**src/include/mmio_consts.svh**
```systemverilog
`ifndef MMIO_CONSTS_SVH
`define MMIO_CONSTS_SVH

// bus widths of the manager port and of every target port
`define MMIO_ADDR_W 32
`define MMIO_DATA_W 32
`define MMIO_STRB_W (`MMIO_DATA_W / 8)

// the uart occupies two word addresses, everything else decodes to the sram
`define UART_BASE 32'h1000_0000
`define UART_STAT_ADDR (`UART_BASE + 32'h4)

// sram depth in 32-bit words, byte addresses at or above 4x this are errors
`define SRAM_WORDS 256

// clock cycles per serial bit and bytes held in the transmit buffer
`define UART_DIV 8
`define UART_FIFO_DEPTH 4

`endif

```
**src/hw/mmio_pkg.sv**
```systemverilog
package mmio_pkg;

	// response code returned on the r and b channels
	typedef enum logic [1:0] {
		OKAY   = 2'b00,
		SLVERR = 2'b10
	} resp_e;

	// which target the crossbar is currently locked onto
	// ROUTE_IDLE means no transaction is in flight
	typedef enum logic [1:0] {
		ROUTE_IDLE = 2'd0,
		ROUTE_SRAM = 2'd1,
		ROUTE_UART = 2'd2
	} route_e;

endpackage

```
**src/hw/uart_byte_fifo.sv**
```systemverilog
`include "mmio_consts.svh"

module uart_byte_fifo (
	input  logic       clk,
	input  logic       rst,
	input  logic       push,
	input  logic [7:0] push_data,
	output logic       full,
	input  logic       pop,
	output logic [7:0] pop_data,
	output logic       empty,
	output logic [2:0] count
);

	localparam int PTR_W = $clog2(`UART_FIFO_DEPTH);
	localparam logic [PTR_W-1:0] LAST = PTR_W'(`UART_FIFO_DEPTH - 1);

	logic [7:0] mem [`UART_FIFO_DEPTH];
	logic [PTR_W-1:0] wr_ptr;
	logic [PTR_W-1:0] rd_ptr;
	logic do_push;
	logic do_pop;

	// requests that would overflow or underflow are dropped here
	assign do_push = push && !full;
	assign do_pop = pop && !empty;

	assign full = (count == 3'(`UART_FIFO_DEPTH));
	assign empty = (count == 3'd0);
	// the head byte is visible before it is popped
	assign pop_data = mem[rd_ptr];

	always_ff @(posedge clk) begin
		if (do_push) begin
			mem[wr_ptr] <= push_data;
		end
	end

	// pointers wrap at the last slot, the count tracks occupancy
	always_ff @(posedge clk) begin
		if (!rst) begin
			wr_ptr <= '0;
			rd_ptr <= '0;
			count <= 3'd0;
		end else begin
			if (do_push) begin
				wr_ptr <= (wr_ptr == LAST) ? '0 : wr_ptr + 1'b1;
			end
			if (do_pop) begin
				rd_ptr <= (rd_ptr == LAST) ? '0 : rd_ptr + 1'b1;
			end
			if (do_push && !do_pop) begin
				count <= count + 3'd1;
			end else if (do_pop && !do_push) begin
				count <= count - 3'd1;
			end
		end
	end

endmodule

```
**src/hw/uart_slave.sv**
```systemverilog
`include "mmio_consts.svh"

module uart_slave (
	input  logic                    clk,
	input  logic                    rst,
	input  logic [`MMIO_ADDR_W-1:0] araddr,
	input  logic                    arvalid,
	output logic                    arready,
	output logic [`MMIO_DATA_W-1:0] rdata,
	output logic [1:0]              rresp,
	output logic                    rvalid,
	input  logic                    rready,
	input  logic [`MMIO_ADDR_W-1:0] awaddr,
	input  logic                    awvalid,
	output logic                    awready,
	input  logic [`MMIO_DATA_W-1:0] wdata,
	input  logic [`MMIO_STRB_W-1:0] wstrb,
	input  logic                    wvalid,
	output logic                    wready,
	output logic [1:0]              bresp,
	output logic                    bvalid,
	input  logic                    bready,
	output logic                    tx
);

	localparam int DIV_W = $clog2(`UART_DIV);
	localparam logic [DIV_W-1:0] DIV_LAST = DIV_W'(`UART_DIV - 1);

	logic fifo_push;
	logic fifo_pop;
	logic fifo_full;
	logic fifo_empty;
	logic [7:0] fifo_head;
	logic [2:0] fifo_count;
	logic aw_is_data;
	logic wr_ready;
	logic wr_fire;
	logic rd_fire;
	logic [`MMIO_DATA_W-1:0] status;
	logic busy;
	logic [9:0] frame;
	logic [3:0] bit_cnt;
	logic [DIV_W-1:0] div_cnt;

	uart_byte_fifo u_fifo (
		.clk       (clk),
		.rst       (rst),
		.push      (fifo_push),
		.push_data (wdata[7:0]),
		.full      (fifo_full),
		.pop       (fifo_pop),
		.pop_data  (fifo_head),
		.empty     (fifo_empty),
		.count     (fifo_count)
	);

	// a data write stalls while the buffer is full, a status write never does
	assign aw_is_data = (awaddr == `UART_BASE);
	assign wr_ready = !bvalid && !(aw_is_data && fifo_full);
	assign awready = wr_ready;
	assign wready = wr_ready;
	assign wr_fire = awvalid && wvalid && wr_ready;

	// only the low byte lane carries a character
	assign fifo_push = wr_fire && aw_is_data && wstrb[0];

	// every access completes without error
	assign bresp = mmio_pkg::OKAY;
	assign rresp = mmio_pkg::OKAY;

	always_ff @(posedge clk) begin
		if (!rst) begin
			bvalid <= 1'b0;
		end else if (wr_fire) begin
			bvalid <= 1'b1;
		end else if (bready) begin
			bvalid <= 1'b0;
		end
	end

	// status word holds fill level in bits 2:0 and shifter busy in bit 3
	assign status = {{(`MMIO_DATA_W - 4){1'b0}}, busy, fifo_count};
	assign arready = !rvalid;
	assign rd_fire = arvalid && arready;

	always_ff @(posedge clk) begin
		if (rd_fire) begin
			rdata <= (araddr == `UART_STAT_ADDR) ? status : '0;
		end
	end

	always_ff @(posedge clk) begin
		if (!rst) begin
			rvalid <= 1'b0;
		end else if (rd_fire) begin
			rvalid <= 1'b1;
		end else if (rready) begin
			rvalid <= 1'b0;
		end
	end

	// the shifter takes the next byte as soon as it goes idle
	assign fifo_pop = !busy && !fifo_empty;

	// frame is stop, eight data bits lsb first, then start in bit 0
	always_ff @(posedge clk) begin
		if (fifo_pop) begin
			frame <= {1'b1, fifo_head, 1'b0};
		end else if (busy && div_cnt == DIV_LAST) begin
			frame <= {1'b1, frame[9:1]};
		end
	end

	// ten bit periods per byte, the stop bit gets its full length
	always_ff @(posedge clk) begin
		if (!rst) begin
			busy <= 1'b0;
			bit_cnt <= 4'd0;
			div_cnt <= '0;
		end else if (fifo_pop) begin
			busy <= 1'b1;
			bit_cnt <= 4'd0;
			div_cnt <= '0;
		end else if (busy) begin
			if (div_cnt == DIV_LAST) begin
				div_cnt <= '0;
				if (bit_cnt == 4'd9) begin
					busy <= 1'b0;
				end else begin
					bit_cnt <= bit_cnt + 4'd1;
				end
			end else begin
				div_cnt <= div_cnt + 1'b1;
			end
		end
	end

	// line idles high between frames
	assign tx = busy ? frame[0] : 1'b1;

endmodule

```
**config.mk**
```make
export PLATFORM = sky130hd
export DESIGN_NAME = uart_slave
export DESIGN_NICKNAME = d
export VERILOG_FILES = /design/src/hw/mmio_pkg.sv /design/src/hw/uart_byte_fifo.sv /design/src/hw/uart_slave.sv
export VERILOG_INCLUDE_DIRS = /design/src /design/src/include
export SDC_FILE = /design/constraint.sdc
export NUM_CORES = 1
export LEC_CHECK = 0
export BUFFER_PORTS_ARGS = -buffer_cell sky130_fd_sc_hd__buf_2
export CORE_MARGIN = 2
export CORE_UTILIZATION = 40
export CTS_BUF_LIST = sky130_fd_sc_hd__clkbuf_8
export DETAILED_ROUTE_END_ITERATION = 16
export PLACE_DENSITY = 0.7
export SYNTH_ARGS = -nofsm -noshare
export SYNTH_HDL_FRONTEND = slang
export SYNTH_SLANG_ARGS = --single-unit
```
**constraint.sdc**
```tcl
create_clock -name clk -period 4 [get_ports clk]
set_clock_uncertainty 0.15 [all_clocks]
set_input_delay 0.4 -clock clk [delete_from_list [all_inputs] [get_ports clk]]
set_output_delay 0.4 -clock clk [all_outputs]
set_load 0.005 [all_outputs]
```
==> results.json <==
{
  "worstPathRequired_ps": 4130,
  "synth_top_family_by_area": "simple AND/OR/NAND/NOR gates",
  "clockBufferDepth": 2,
  "root_buffer": "clkbuf_8",
  "crit_arrival_ps": 2690,
  "grt_usage": 0.136,
  "grt_pass1_wl_mm": 8.62,
  "numPortBuffers": 89,
  "std_cell_rows": 31,
  "mostFrequentLayoutCell": "buf_2",
  "yosys.area_share.simple": 0.143,
  "vias_per_cell": 4.57,
  "peakVddDrop_uv": 185,
  "maxSlewHeadroom": 0.324,
  "synth_fa_ha_area_frac": 0.0481,
  "status": "completed",
  "crit_fanout": 7,
  "diodes": 0,
  "synth_edf_count": 44,
  "synth.distinct_cells": 41,
  "io_pins": 149,
  "pre_cts_ws_ps": 1120,
  "worst_slew_pin_slew_ps": 1000,
  "cts_tree": "yes",
  "ant_nets": 0,
  "syn_inst": 229,
  "post-dp-hpwl_mm": 4.06,
  "coreArea_um2": 7290,
  "htree_levels": 3,
  "powerDensity_nw_per_um2": 483,
  "utilization": 0.499,
  "clk_pin_slew_ps": 70,
  "synth_xor_area_frac": 0.0145,
  "die_height_um": 90.9,
  "cts.sinks": 64,
  "clk_latency_ps": 340,
  "cp_num_buf_inv": 1,
  "routabilityCongestion": 0.712,
  "post-route-drc-count": 0,
  "max_cap_violations": 0,
  "syn-cell-area_um2": 3020,
  "layout_setup_ws_ps": 1430,
  "synth-async-reset-ratio": 0,
  "antenna_found_initial": 0,
  "yosysWarnings": 0,
  "synth_compound_area_frac": 0.0427,
  "max_freq_mhz": 390,
  "nets": 440,
  "stdcell_area_um2": 3640,
  "slowest_stage": "dfxtp_1",
  "p_leak_nw": 1.48,
  "tns_ps": 0,
  "endpoint_kind": "flip-flop",
  "final_cell_mix": "buf_2 (89), edfxtp_1 (44), conb_1 (32)",
  "cts_hold_buf": 0,
  "finalCritPeriodShare": 0.642,
  "grt_pass1_vias": 1889,
  "grt_max_degree": 14,
  "hold_class": "in2reg",
  "slowest_delay_ps": 430,
  "start_util": 0.414,
  "muxShareOfSynthArea": 0.0795,
  "n_fill_cell": 631,
  "rsz0062_at_grt": "false",
  "synthToLayoutAreaGrowth_pct": 20.5,
  "drive_gt1_frac": 0.370,
  "first_pass_iters": 4,
  "dieArea_um2": 8260,
  "synth.ff_latch_count": 64,
  "drt_iter0_drc": 60,
  "grt_remaining_overflow": 0,
  "hold_violations": 0,
  "postCtsResizedCells": 0,
  "worstSetupPathType": "reg2reg",
  "setup_viol": 0,
  "placed_cell_area_um2": 3440,
  "die_x_um": 90.9,
  "synth_area_per_cell_um2": 13.2,
  "drt_wl_total_mm": 5.18,
  "tritoncts.num_buffers": 9,
  "vias": 1948,
  "slew_violations": 0,
  "cts_setup_buffers": 0,
  "cp_top_family": "simple AND/OR/NAND/NOR gates",
  "timing.final.crit_period_ps": 2570,
  "ys_seq_area_frac": 0.570,
  "start_kind": "flip-flop",
  "synth_ff_type": "edfxtp_1",
  "power_mw": 1.76,
  "path_cells": "or3b_1 -> nand3_2 -> nor3_4 -> ha_1 -> inv_1 -> fa_1 -> xor2_1 -> or3_1 -> a21oi_1",
  "post_drt_wl_per_cell_um": 12.2
}
-- sequential cells by signal (all words and copies together), names as in the netlist, 2 cells and up, named ones only --
| name | count |
|---|---|
| u_fifo.wr_ptr | 2 |
| u_fifo.rd_ptr | 2 |
| u_fifo.mem | 32 |
| rdata | 4 |
| frame | 9 |
| u_fifo.count | 3 |
| div_cnt | 3 |
| bit_cnt | 4 |
-- worst paths after layout --
path,cells past startpoint,endpoint,startpoint,slack (ps)
setup / recovery,9,u_fifo.count[2],u_fifo.count[0],1430
hold / removal,2,rvalid,rready,80
setup reg to reg,9,u_fifo.count[2],u_fifo.count[0],1430
hold reg to reg,2,flip-flop,u_fifo.rd_ptr[1],330
-- Yosys cell counts, types with 3 or more instances --
cell type | number | area [um^2]
nor4_1 | 10 | 62.6
and2_1 | 9 | 56.3
a21oi_1 | 5 | 25.0
a22o_1 | 7 | 61.3
nand2_1 | 8 | 30.0
nand4_1 | 4 | 25.0
inv_1 | 8 | 30.0
buf_4 | 33 | 248
nor3_1 | 4 | 20.0
mux2i_1 | 6 | 60.1
ha_1 | 10 | 125
xor2_1 | 4 | 35.0
mux4_2 | 8 | 180
or3_1 | 3 | 18.8
dfxtp_1 | 20 | 400
edfxtp_1 | 44 | 1320
buf_2 | 3 | 15.0
o21ai_0 | 3 | 15.0
nor2_1 | 14 | 52.6
-- layer usage --
metal,track usage,routed length [um],vias to the layer above
met5,0,0,-
met4,0.0720,116,0
met3,0.0459,352,12
met2,0.229,2560,80
met1,0.151,2150,890
li1,-,-,966
-- kinds of logic after synthesis --
family,Yosys count
AOI/OAI and AO/OA,19
xor gates and xnor gates,5
adders and majority gates,11
buffers and inverters,47
DFF,64
muxes,14
other,1
and+or+nand+nor,68
-- through the flow --
step	hold WS (ps)	std cells
after global placement	318	410
after global routing	87.7	426
after floorplan	301	260
after detailed placement	326	410
final	83.4	426
after CTS	64.7	426
-- worst reg2reg max path, cell delays in order (launching register included) --
cell and delay, ps:
dfxtp_1 430, or3b_1 200, nand3_2 100, nor3_4 330, ha_1 250, inv_1 60
fa_1 370, xor2_1 170, or3_1 310, a21oi_1 140
-- cell type report --
| type | count | area, um^2 | area share |
|---|---|---|---|
| well taps | 99 | 124 | 0.0340 |
| inverters | 9 | 33.8 | 0.00928 |
| multi-input cells | 149 | 1110 | 0.305 |
| clock buffers | 9 | 124 | 0.0340 |
| clock inverters | 7 | 78.8 | 0.0217 |
| repair buffers | 89 | 445 | 0.122 |
| flip-flops and latches | 64 | 1720 | 0.473 |
-- report_power, final --
group	internal, mW	leakage [nW]	switching, mW
sequential	0.810	0.569	0.0713
combinational	0.160	0.817	0.163
clock	0.292	0.0925	0.260
total	1.26	1.48	0.495
(Power assumes the default switching activity.)
