==> config.mk <==
export PLATFORM = sky130hd
export DESIGN_NAME = mmio_xbar
export DESIGN_NICKNAME = d
export VERILOG_FILES = /design/src/hw/mmio_pkg.sv /design/src/hw/mmio_xbar.sv
export VERILOG_INCLUDE_DIRS = /design/src /design/src/include
export SDC_FILE = /design/constraint.sdc
export NUM_CORES = 1
export LEC_CHECK = 0
export BUFFER_PORTS_ARGS = -buffer_cell sky130_fd_sc_hd__buf_2
export CORE_AREA = 2 2 169 171
export CTS_CLUSTER_DIAMETER = 80
export DETAILED_ROUTE_END_ITERATION = 10
export DIE_AREA = 0 0 171 173
export GPL_TIMING_DRIVEN = 0
export PLACE_DENSITY = 0.32
export SLEW_MARGIN = 40
export SYNTH_ARGS = -nofsm -noshare
export SYNTH_HDL_FRONTEND = slang
export SYNTH_SLANG_ARGS = --single-unit
export TNS_END_PERCENT = 30
==> constraint.sdc <==
create_clock -name clk -period 1.9 [get_ports clk]
set_input_delay 0.19 -clock clk [delete_from_list [all_inputs] [get_ports clk]]
set_output_delay 0.19 -clock clk [all_outputs]
set_load 0.03 [all_outputs]
==> src/include/mmio_consts.svh <==
`ifndef MMIO_CONSTS_SVH
`define MMIO_CONSTS_SVH

// bus widths of the manager port and of every target port
`define MMIO_ADDR_W 32
`define MMIO_DATA_W 32
`define MMIO_STRB_W (`MMIO_DATA_W / 8)

// the uart occupies two word addresses, everything else decodes to the sram
`define UART_BASE 32'h1000_0000
`define UART_STAT_ADDR (`UART_BASE + 32'h4)

// sram depth in 32-bit words, byte addresses at or above 4x this are errors
`define SRAM_WORDS 256

// clock cycles per serial bit and bytes held in the transmit buffer
`define UART_DIV 8
`define UART_FIFO_DEPTH 4

`endif

==> src/hw/mmio_pkg.sv <==
package mmio_pkg;

	// response code returned on the r and b channels
	typedef enum logic [1:0] {
		OKAY   = 2'b00,
		SLVERR = 2'b10
	} resp_e;

	// which target the crossbar is currently locked onto
	// ROUTE_IDLE means no transaction is in flight
	typedef enum logic [1:0] {
		ROUTE_IDLE = 2'd0,
		ROUTE_SRAM = 2'd1,
		ROUTE_UART = 2'd2
	} route_e;

endpackage

==> src/hw/mmio_xbar.sv <==
`include "mmio_consts.svh"

module mmio_xbar (
	input  logic                    clk,
	input  logic                    rst,

	// manager side
	input  logic [`MMIO_ADDR_W-1:0] araddr,
	input  logic                    arvalid,
	output logic                    arready,
	output logic [`MMIO_DATA_W-1:0] rdata,
	output logic [1:0]              rresp,
	output logic                    rvalid,
	input  logic                    rready,
	input  logic [`MMIO_ADDR_W-1:0] awaddr,
	input  logic                    awvalid,
	output logic                    awready,
	input  logic [`MMIO_DATA_W-1:0] wdata,
	input  logic [`MMIO_STRB_W-1:0] wstrb,
	input  logic                    wvalid,
	output logic                    wready,
	output logic [1:0]              bresp,
	output logic                    bvalid,
	input  logic                    bready,

	// sram target
	output logic [`MMIO_ADDR_W-1:0] sram_araddr,
	output logic                    sram_arvalid,
	input  logic                    sram_arready,
	input  logic [`MMIO_DATA_W-1:0] sram_rdata,
	input  logic [1:0]              sram_rresp,
	input  logic                    sram_rvalid,
	output logic                    sram_rready,
	output logic [`MMIO_ADDR_W-1:0] sram_awaddr,
	output logic                    sram_awvalid,
	input  logic                    sram_awready,
	output logic [`MMIO_DATA_W-1:0] sram_wdata,
	output logic [`MMIO_STRB_W-1:0] sram_wstrb,
	output logic                    sram_wvalid,
	input  logic                    sram_wready,
	input  logic [1:0]              sram_bresp,
	input  logic                    sram_bvalid,
	output logic                    sram_bready,

	// uart target
	output logic [`MMIO_ADDR_W-1:0] uart_araddr,
	output logic                    uart_arvalid,
	input  logic                    uart_arready,
	input  logic [`MMIO_DATA_W-1:0] uart_rdata,
	input  logic [1:0]              uart_rresp,
	input  logic                    uart_rvalid,
	output logic                    uart_rready,
	output logic [`MMIO_ADDR_W-1:0] uart_awaddr,
	output logic                    uart_awvalid,
	input  logic                    uart_awready,
	output logic [`MMIO_DATA_W-1:0] uart_wdata,
	output logic [`MMIO_STRB_W-1:0] uart_wstrb,
	output logic                    uart_wvalid,
	input  logic                    uart_wready,
	input  logic [1:0]              uart_bresp,
	input  logic                    uart_bvalid,
	output logic                    uart_bready
);

	mmio_pkg::route_e state;
	// set when the locked transaction is a write, so the idle channel pair stays quiet
	logic wr_sel;
	logic sel_sram;
	logic sel_uart;
	logic rd_on;
	logic wr_on;

	// the uart owns exactly two word addresses
	function automatic logic hits_uart(input logic [`MMIO_ADDR_W-1:0] addr);
		hits_uart = (addr == `UART_BASE) || (addr == `UART_STAT_ADDR);
	endfunction

	// writes win over reads when both are pending in idle
	always_ff @(posedge clk) begin
		if (!rst) begin
			state <= mmio_pkg::ROUTE_IDLE;
			wr_sel <= 1'b0;
		end else begin
			case (state)
				mmio_pkg::ROUTE_IDLE: begin
					if (awvalid && wvalid) begin
						state <= hits_uart(awaddr) ? mmio_pkg::ROUTE_UART : mmio_pkg::ROUTE_SRAM;
						wr_sel <= 1'b1;
					end else if (arvalid) begin
						state <= hits_uart(araddr) ? mmio_pkg::ROUTE_UART : mmio_pkg::ROUTE_SRAM;
						wr_sel <= 1'b0;
					end
				end
				default: begin
					// release on the final response beat seen at the manager port
					if (wr_sel ? (bvalid && bready) : (rvalid && rready)) begin
						state <= mmio_pkg::ROUTE_IDLE;
					end
				end
			endcase
		end
	end

	// in idle both selects are low, which forces every output below to zero
	assign sel_sram = (state == mmio_pkg::ROUTE_SRAM);
	assign sel_uart = (state == mmio_pkg::ROUTE_UART);
	assign rd_on = !wr_sel;
	assign wr_on = wr_sel;

	// responses back to the manager, an and-or mux on the route only
	assign arready = rd_on && ((sel_sram && sram_arready) || (sel_uart && uart_arready));
	assign rdata = ({`MMIO_DATA_W{sel_sram}} & sram_rdata) | ({`MMIO_DATA_W{sel_uart}} & uart_rdata);
	assign rresp = ({2{sel_sram}} & sram_rresp) | ({2{sel_uart}} & uart_rresp);
	assign rvalid = rd_on && ((sel_sram && sram_rvalid) || (sel_uart && uart_rvalid));
	assign awready = wr_on && ((sel_sram && sram_awready) || (sel_uart && uart_awready));
	assign wready = wr_on && ((sel_sram && sram_wready) || (sel_uart && uart_wready));
	assign bresp = ({2{sel_sram}} & sram_bresp) | ({2{sel_uart}} & uart_bresp);
	assign bvalid = wr_on && ((sel_sram && sram_bvalid) || (sel_uart && uart_bvalid));

	// the sram only sees the request while it is the locked target
	assign sram_araddr = {`MMIO_ADDR_W{sel_sram}} & araddr;
	assign sram_arvalid = sel_sram && rd_on && arvalid;
	assign sram_rready = sel_sram && rd_on && rready;
	assign sram_awaddr = {`MMIO_ADDR_W{sel_sram}} & awaddr;
	assign sram_awvalid = sel_sram && wr_on && awvalid;
	assign sram_wdata = {`MMIO_DATA_W{sel_sram}} & wdata;
	assign sram_wstrb = {`MMIO_STRB_W{sel_sram}} & wstrb;
	assign sram_wvalid = sel_sram && wr_on && wvalid;
	assign sram_bready = sel_sram && wr_on && bready;

	// same steering towards the uart
	assign uart_araddr = {`MMIO_ADDR_W{sel_uart}} & araddr;
	assign uart_arvalid = sel_uart && rd_on && arvalid;
	assign uart_rready = sel_uart && rd_on && rready;
	assign uart_awaddr = {`MMIO_ADDR_W{sel_uart}} & awaddr;
	assign uart_awvalid = sel_uart && wr_on && awvalid;
	assign uart_wdata = {`MMIO_DATA_W{sel_uart}} & wdata;
	assign uart_wstrb = {`MMIO_STRB_W{sel_uart}} & wstrb;
	assign uart_wvalid = sel_uart && wr_on && wvalid;
	assign uart_bready = sel_uart && wr_on && bready;

endmodule

==> impl.org <==
** Run status
- The run finished with clean final reports.

** Worst setup path
- STA puts the critical path data required time at 1.71 ns.
- Data on the critical path arrives at its endpoint at 1.64 ns.
- The worst setup path is captured at a primary output.
- Kind of start point of the critical path :: register
- CP Max Fanout :: 10
- The startpoint identified for the worst register-to-register timing path is state[1].
- Measured in cells, the most critical reg-to-reg path has a length of 6.
- Reg-to-reg critical path endpoint :: state[1]
- The setup check on the worst reg-to-reg path leaves a slack of 0.26 ns.
- The setup path with the least slack is of type register to primary output.

** Power and ir drop
- In this run the power spent charging and discharging nets is 1.15 mW.
- PD cells :: 407 mW/mm2
- The share of total power dissipated in combinational logic is 0.810.
- Switching share of power :: 0.540
- Across the VDD grid, the largest voltage drop is around 0.00032 V.
- The internal power of the cells totals approximately 980 uW.
- Portion of total power attributed to sequential cells :: 0.037
- Leakage power :: between 3 and 4 nW
- Portion of total power attributed to the clock network :: 0.153

** Clock network
- TritonCTS built the clock tree.
- The later pin in the worst-skew pair is clocked with a latency of 0.22 ns.
- CTS sink cnt :: 3
- CTS built an H-tree with a depth of 1.
- Buffers inserted during clock tree synthesis total 3.
- Clk buf depth :: 2
- Hold-fix buffers at CTS :: 0
- Clock transition at the registers of the reported paths :: ~0.03 ns
- Clock tree synthesis selected as its root buffer the cell clkbuf_16.

** STA
- Worst clock skew :: between 0.002 and 0.0025 ns
- Total count of hold-check failures in the final report :: 0
- Slew at the pin with the worst max-slew slack :: between 0.5 and 0.6 ns
- Subtracting the final worst setup slack from the clock period gives ~1.8 ns.
- RSZ-0062 raised after global routing :: true
- Post-route setup TNS :: 0 ns
- Share of the clock period used by the worst path :: 0.965
- Worst slew margin relative to its limit :: 0.627
- For this run, the top clock speed supported by timing is 0.545 GHz.
- Slew Limit Fails :: 0
- Setup violations remaining at the end of the flow were counted as 0.

** Synthesis
- A synthesized cell averages around 6.4 um2.
- Main flop type after synthesis :: dfxtp_1
- Of all flip-flops after synthesis, the portion carrying an async set or reset was 0.
- Counting flops and latches in the post-synthesis netlist gives 3.
- Count of flip-flops with a built-in enable after synthesis :: 0
- The share of the Yosys chip area taken by registers is 0.0276.
- Area of the mapped netlist :: about 0.0022 mm2
- The Yosys step of the flow raised 0 warnings.
- The largest total area in the synthesized netlist belongs to and2_1.
- Of the post-synthesis cell area, the dominant cell type holds 0.580.
- Syn Nets :: between 500 and 600
- Synthesis instantiated 31 different standard cells from the library.
- Synthesis handed over a netlist of about 340 instances.
- In the post-synthesis netlist, the biggest area contributors are and2_1, a22o_1, nor4_1, clkbuf_1, dfxtp_1.

** Placed design
- After detailed placement, the design holds a cell count of approximately 1,200.
- Number of buffers added on ports :: ~440
- HPWL reported at the end of detailed placement :: around 17 mm
- Gp weighted congestion :: between 0.7 and 0.8

** Final layout
- Net count reported at finish :: a little under 1,000
- Fraction of final layout cells with drive strength greater than 1 :: 0.620
- The finished layout holds ~1,200 standard cells, fillers aside.
- Most frequent standard cell in the layout excluding fill and tap cells :: buf_2
- # fillers :: 3,270
- Area growth from synthesis to layout :: 141%
- The top cell types in the final layout, fill and taps aside, are buf_2, and2_1, a22o_1.

** Floorplanning
- For this configuration, the core starts out at a cell density of 0.0788.
- IO Count :: between 400 and 500
- Cell row count :: 61
- Core area :: around 0.028 mm2
- The die is ~170 um wide.
- The floorplan step defined a die boundary enclosing slightly below 0.03 mm2.
- Die Ht :: about 170 um

** Global route
- Via count of the first global-routing pass :: a little under 4,000
- Largest net degree at the start of global routing :: 11
- The initial antenna violation count was 4.
- Across every metal layer, demand over resource in global routing totals 0.117.
- The first global-routing pass estimated 25.8 mm of wire.
- Overflow left after global routing :: 0

** Route
- Antenna violation net count after detailed routing :: 0
- The detailed router finished its first iteration with 122 violations.
- Via count normalized by instance count :: between 3 and 4
- Routed length per instance :: approximately 17 um
- Post-route DRC violation count :: 0
- Routed vias :: 4,138
- Final wirelength :: between 15 and 20 mm
- Before antenna repair, the detailed router went through 4 iterations.

** Worst hold path
- Endpoint, Worst Hold :: state[1]
- The path class of the tightest hold or removal check is input port to register.
- Cells on Worst Hold Path :: 2
- Hold Crit Start :: rst

** Flow run
- Max-cap violations :: 0
-- through the flow --
step                      hold slack (ns)  instance area [um2]  total power, mW  worst slack (ns)   util
final                               0.240                 5250             2.14            0.0661  0.190
after global routing                0.231                 5240             2.27           -0.0297  0.190
after CTS                           0.235                 5090             2.09           -0.0692  0.184
after detailed placement            0.470                 4860             1.70            -0.680  0.176
after global placement              0.470                 4850             1.70            -0.658  0.175
after floorplan                     0.318                 2180             1.02             0.351      -
-- Yosys cell counts, types with 2 or more instances --
cell	n
a22o_1	36
nand2_1	3
a22oi_1	3
nand4_1	2
nand2b_1	2
o21ai_0	2
nor2_1	8
a21oi_1	2
inv_1	3
nand3_1	2
dfxtp_1	3
nor2b_1	2
clkbuf_1	23
buf_2	8
and2_1	202
nor3_1	6
nor4_1	14
and3_1	4
nor4b_1	2
-- power groups by stage --
stage | Combinational [mW] | Sequential [mW] | Clock (mW)
final | 1.73 | 0.0786 | 0.327
after global routing | 1.84 | 0.0803 | 0.347
after CTS | 1.68 | 0.0796 | 0.336
after detailed placement | 1.62 | 0.0798 | 0
after global placement | 1.62 | 0.0798 | 0
after floorplan | 0.946 | 0.0753 | 0
-- how the worst max path moves through the flow --
stage	start	to
floorplan	state[1]	uart_awaddr[10]
global placement	state[1]	uart_wdata[3]
detailed placement	state[1]	uart_wdata[3]
CTS	state[1]	arready
global route	state[1]	sram_araddr[28]
finish	state[1]	sram_wdata[12]
-- registers in the layout (all words and copies together) (netlist names) --
signal and cells:
state 2, wr_on 1
-- layout make-up --
type / count / area, um2 / share of cell area
timing repair buffer: 441 / 2320 / 0.442
multi-input combinational: 301 / 1990 / 0.380
tap: 378 / 473 / 0.0902
buffer: 32 / 300 / 0.0572
clock buffer: 4 / 78.8 / 0.0150
sequential: 3 / 65.1 / 0.0124
inverter: 3 / 11.3 / 0.00215
antenna: 3 / 7.51 / 0.00143
-- worst max-delay path, stage by stage, from the launching register on --
cell	delay (ns)
dfxtp_4	0.35
and2b_1	0.20
buf_6	0.16
buf_12	0.16
buf_4	0.18
and2_1	0.18
buf_4	0.17
-- kinds of logic (layout without fill, tap and decap cells) --
group	after synthesis	after routing	synth area share
buffers and inverters	35	480	0.0666
AO/OA/AOI/OAI	49	49	0.191
other	0	3	0
AND/OR/NAND/NOR	252	252	0.715
flip-flops	3	3	0.0276
-- layer usage --
| metal | vias up | global-route usage | part of all wire |
|---|---|---|---|
| li1 | 2039 | - | - |
| met4 | 0 | 0.0226 | 0.012 |
| met1 | 1846 | 0.139 | 0.42 |
| met5 | - | 0 | 0 |
| met3 | 10 | 0.0190 | 0.068 |
| met2 | 243 | 0.220 | 0.50 |
-- repair_timing --
item | in CTS | in global routing
cloned | 0 | 1
setup endpoints to repair | 240 | 201
resized for setup | 62 | 56
buffers inserted | 0 | 1
No activity file was read; power rests on OpenSTA's default activity.
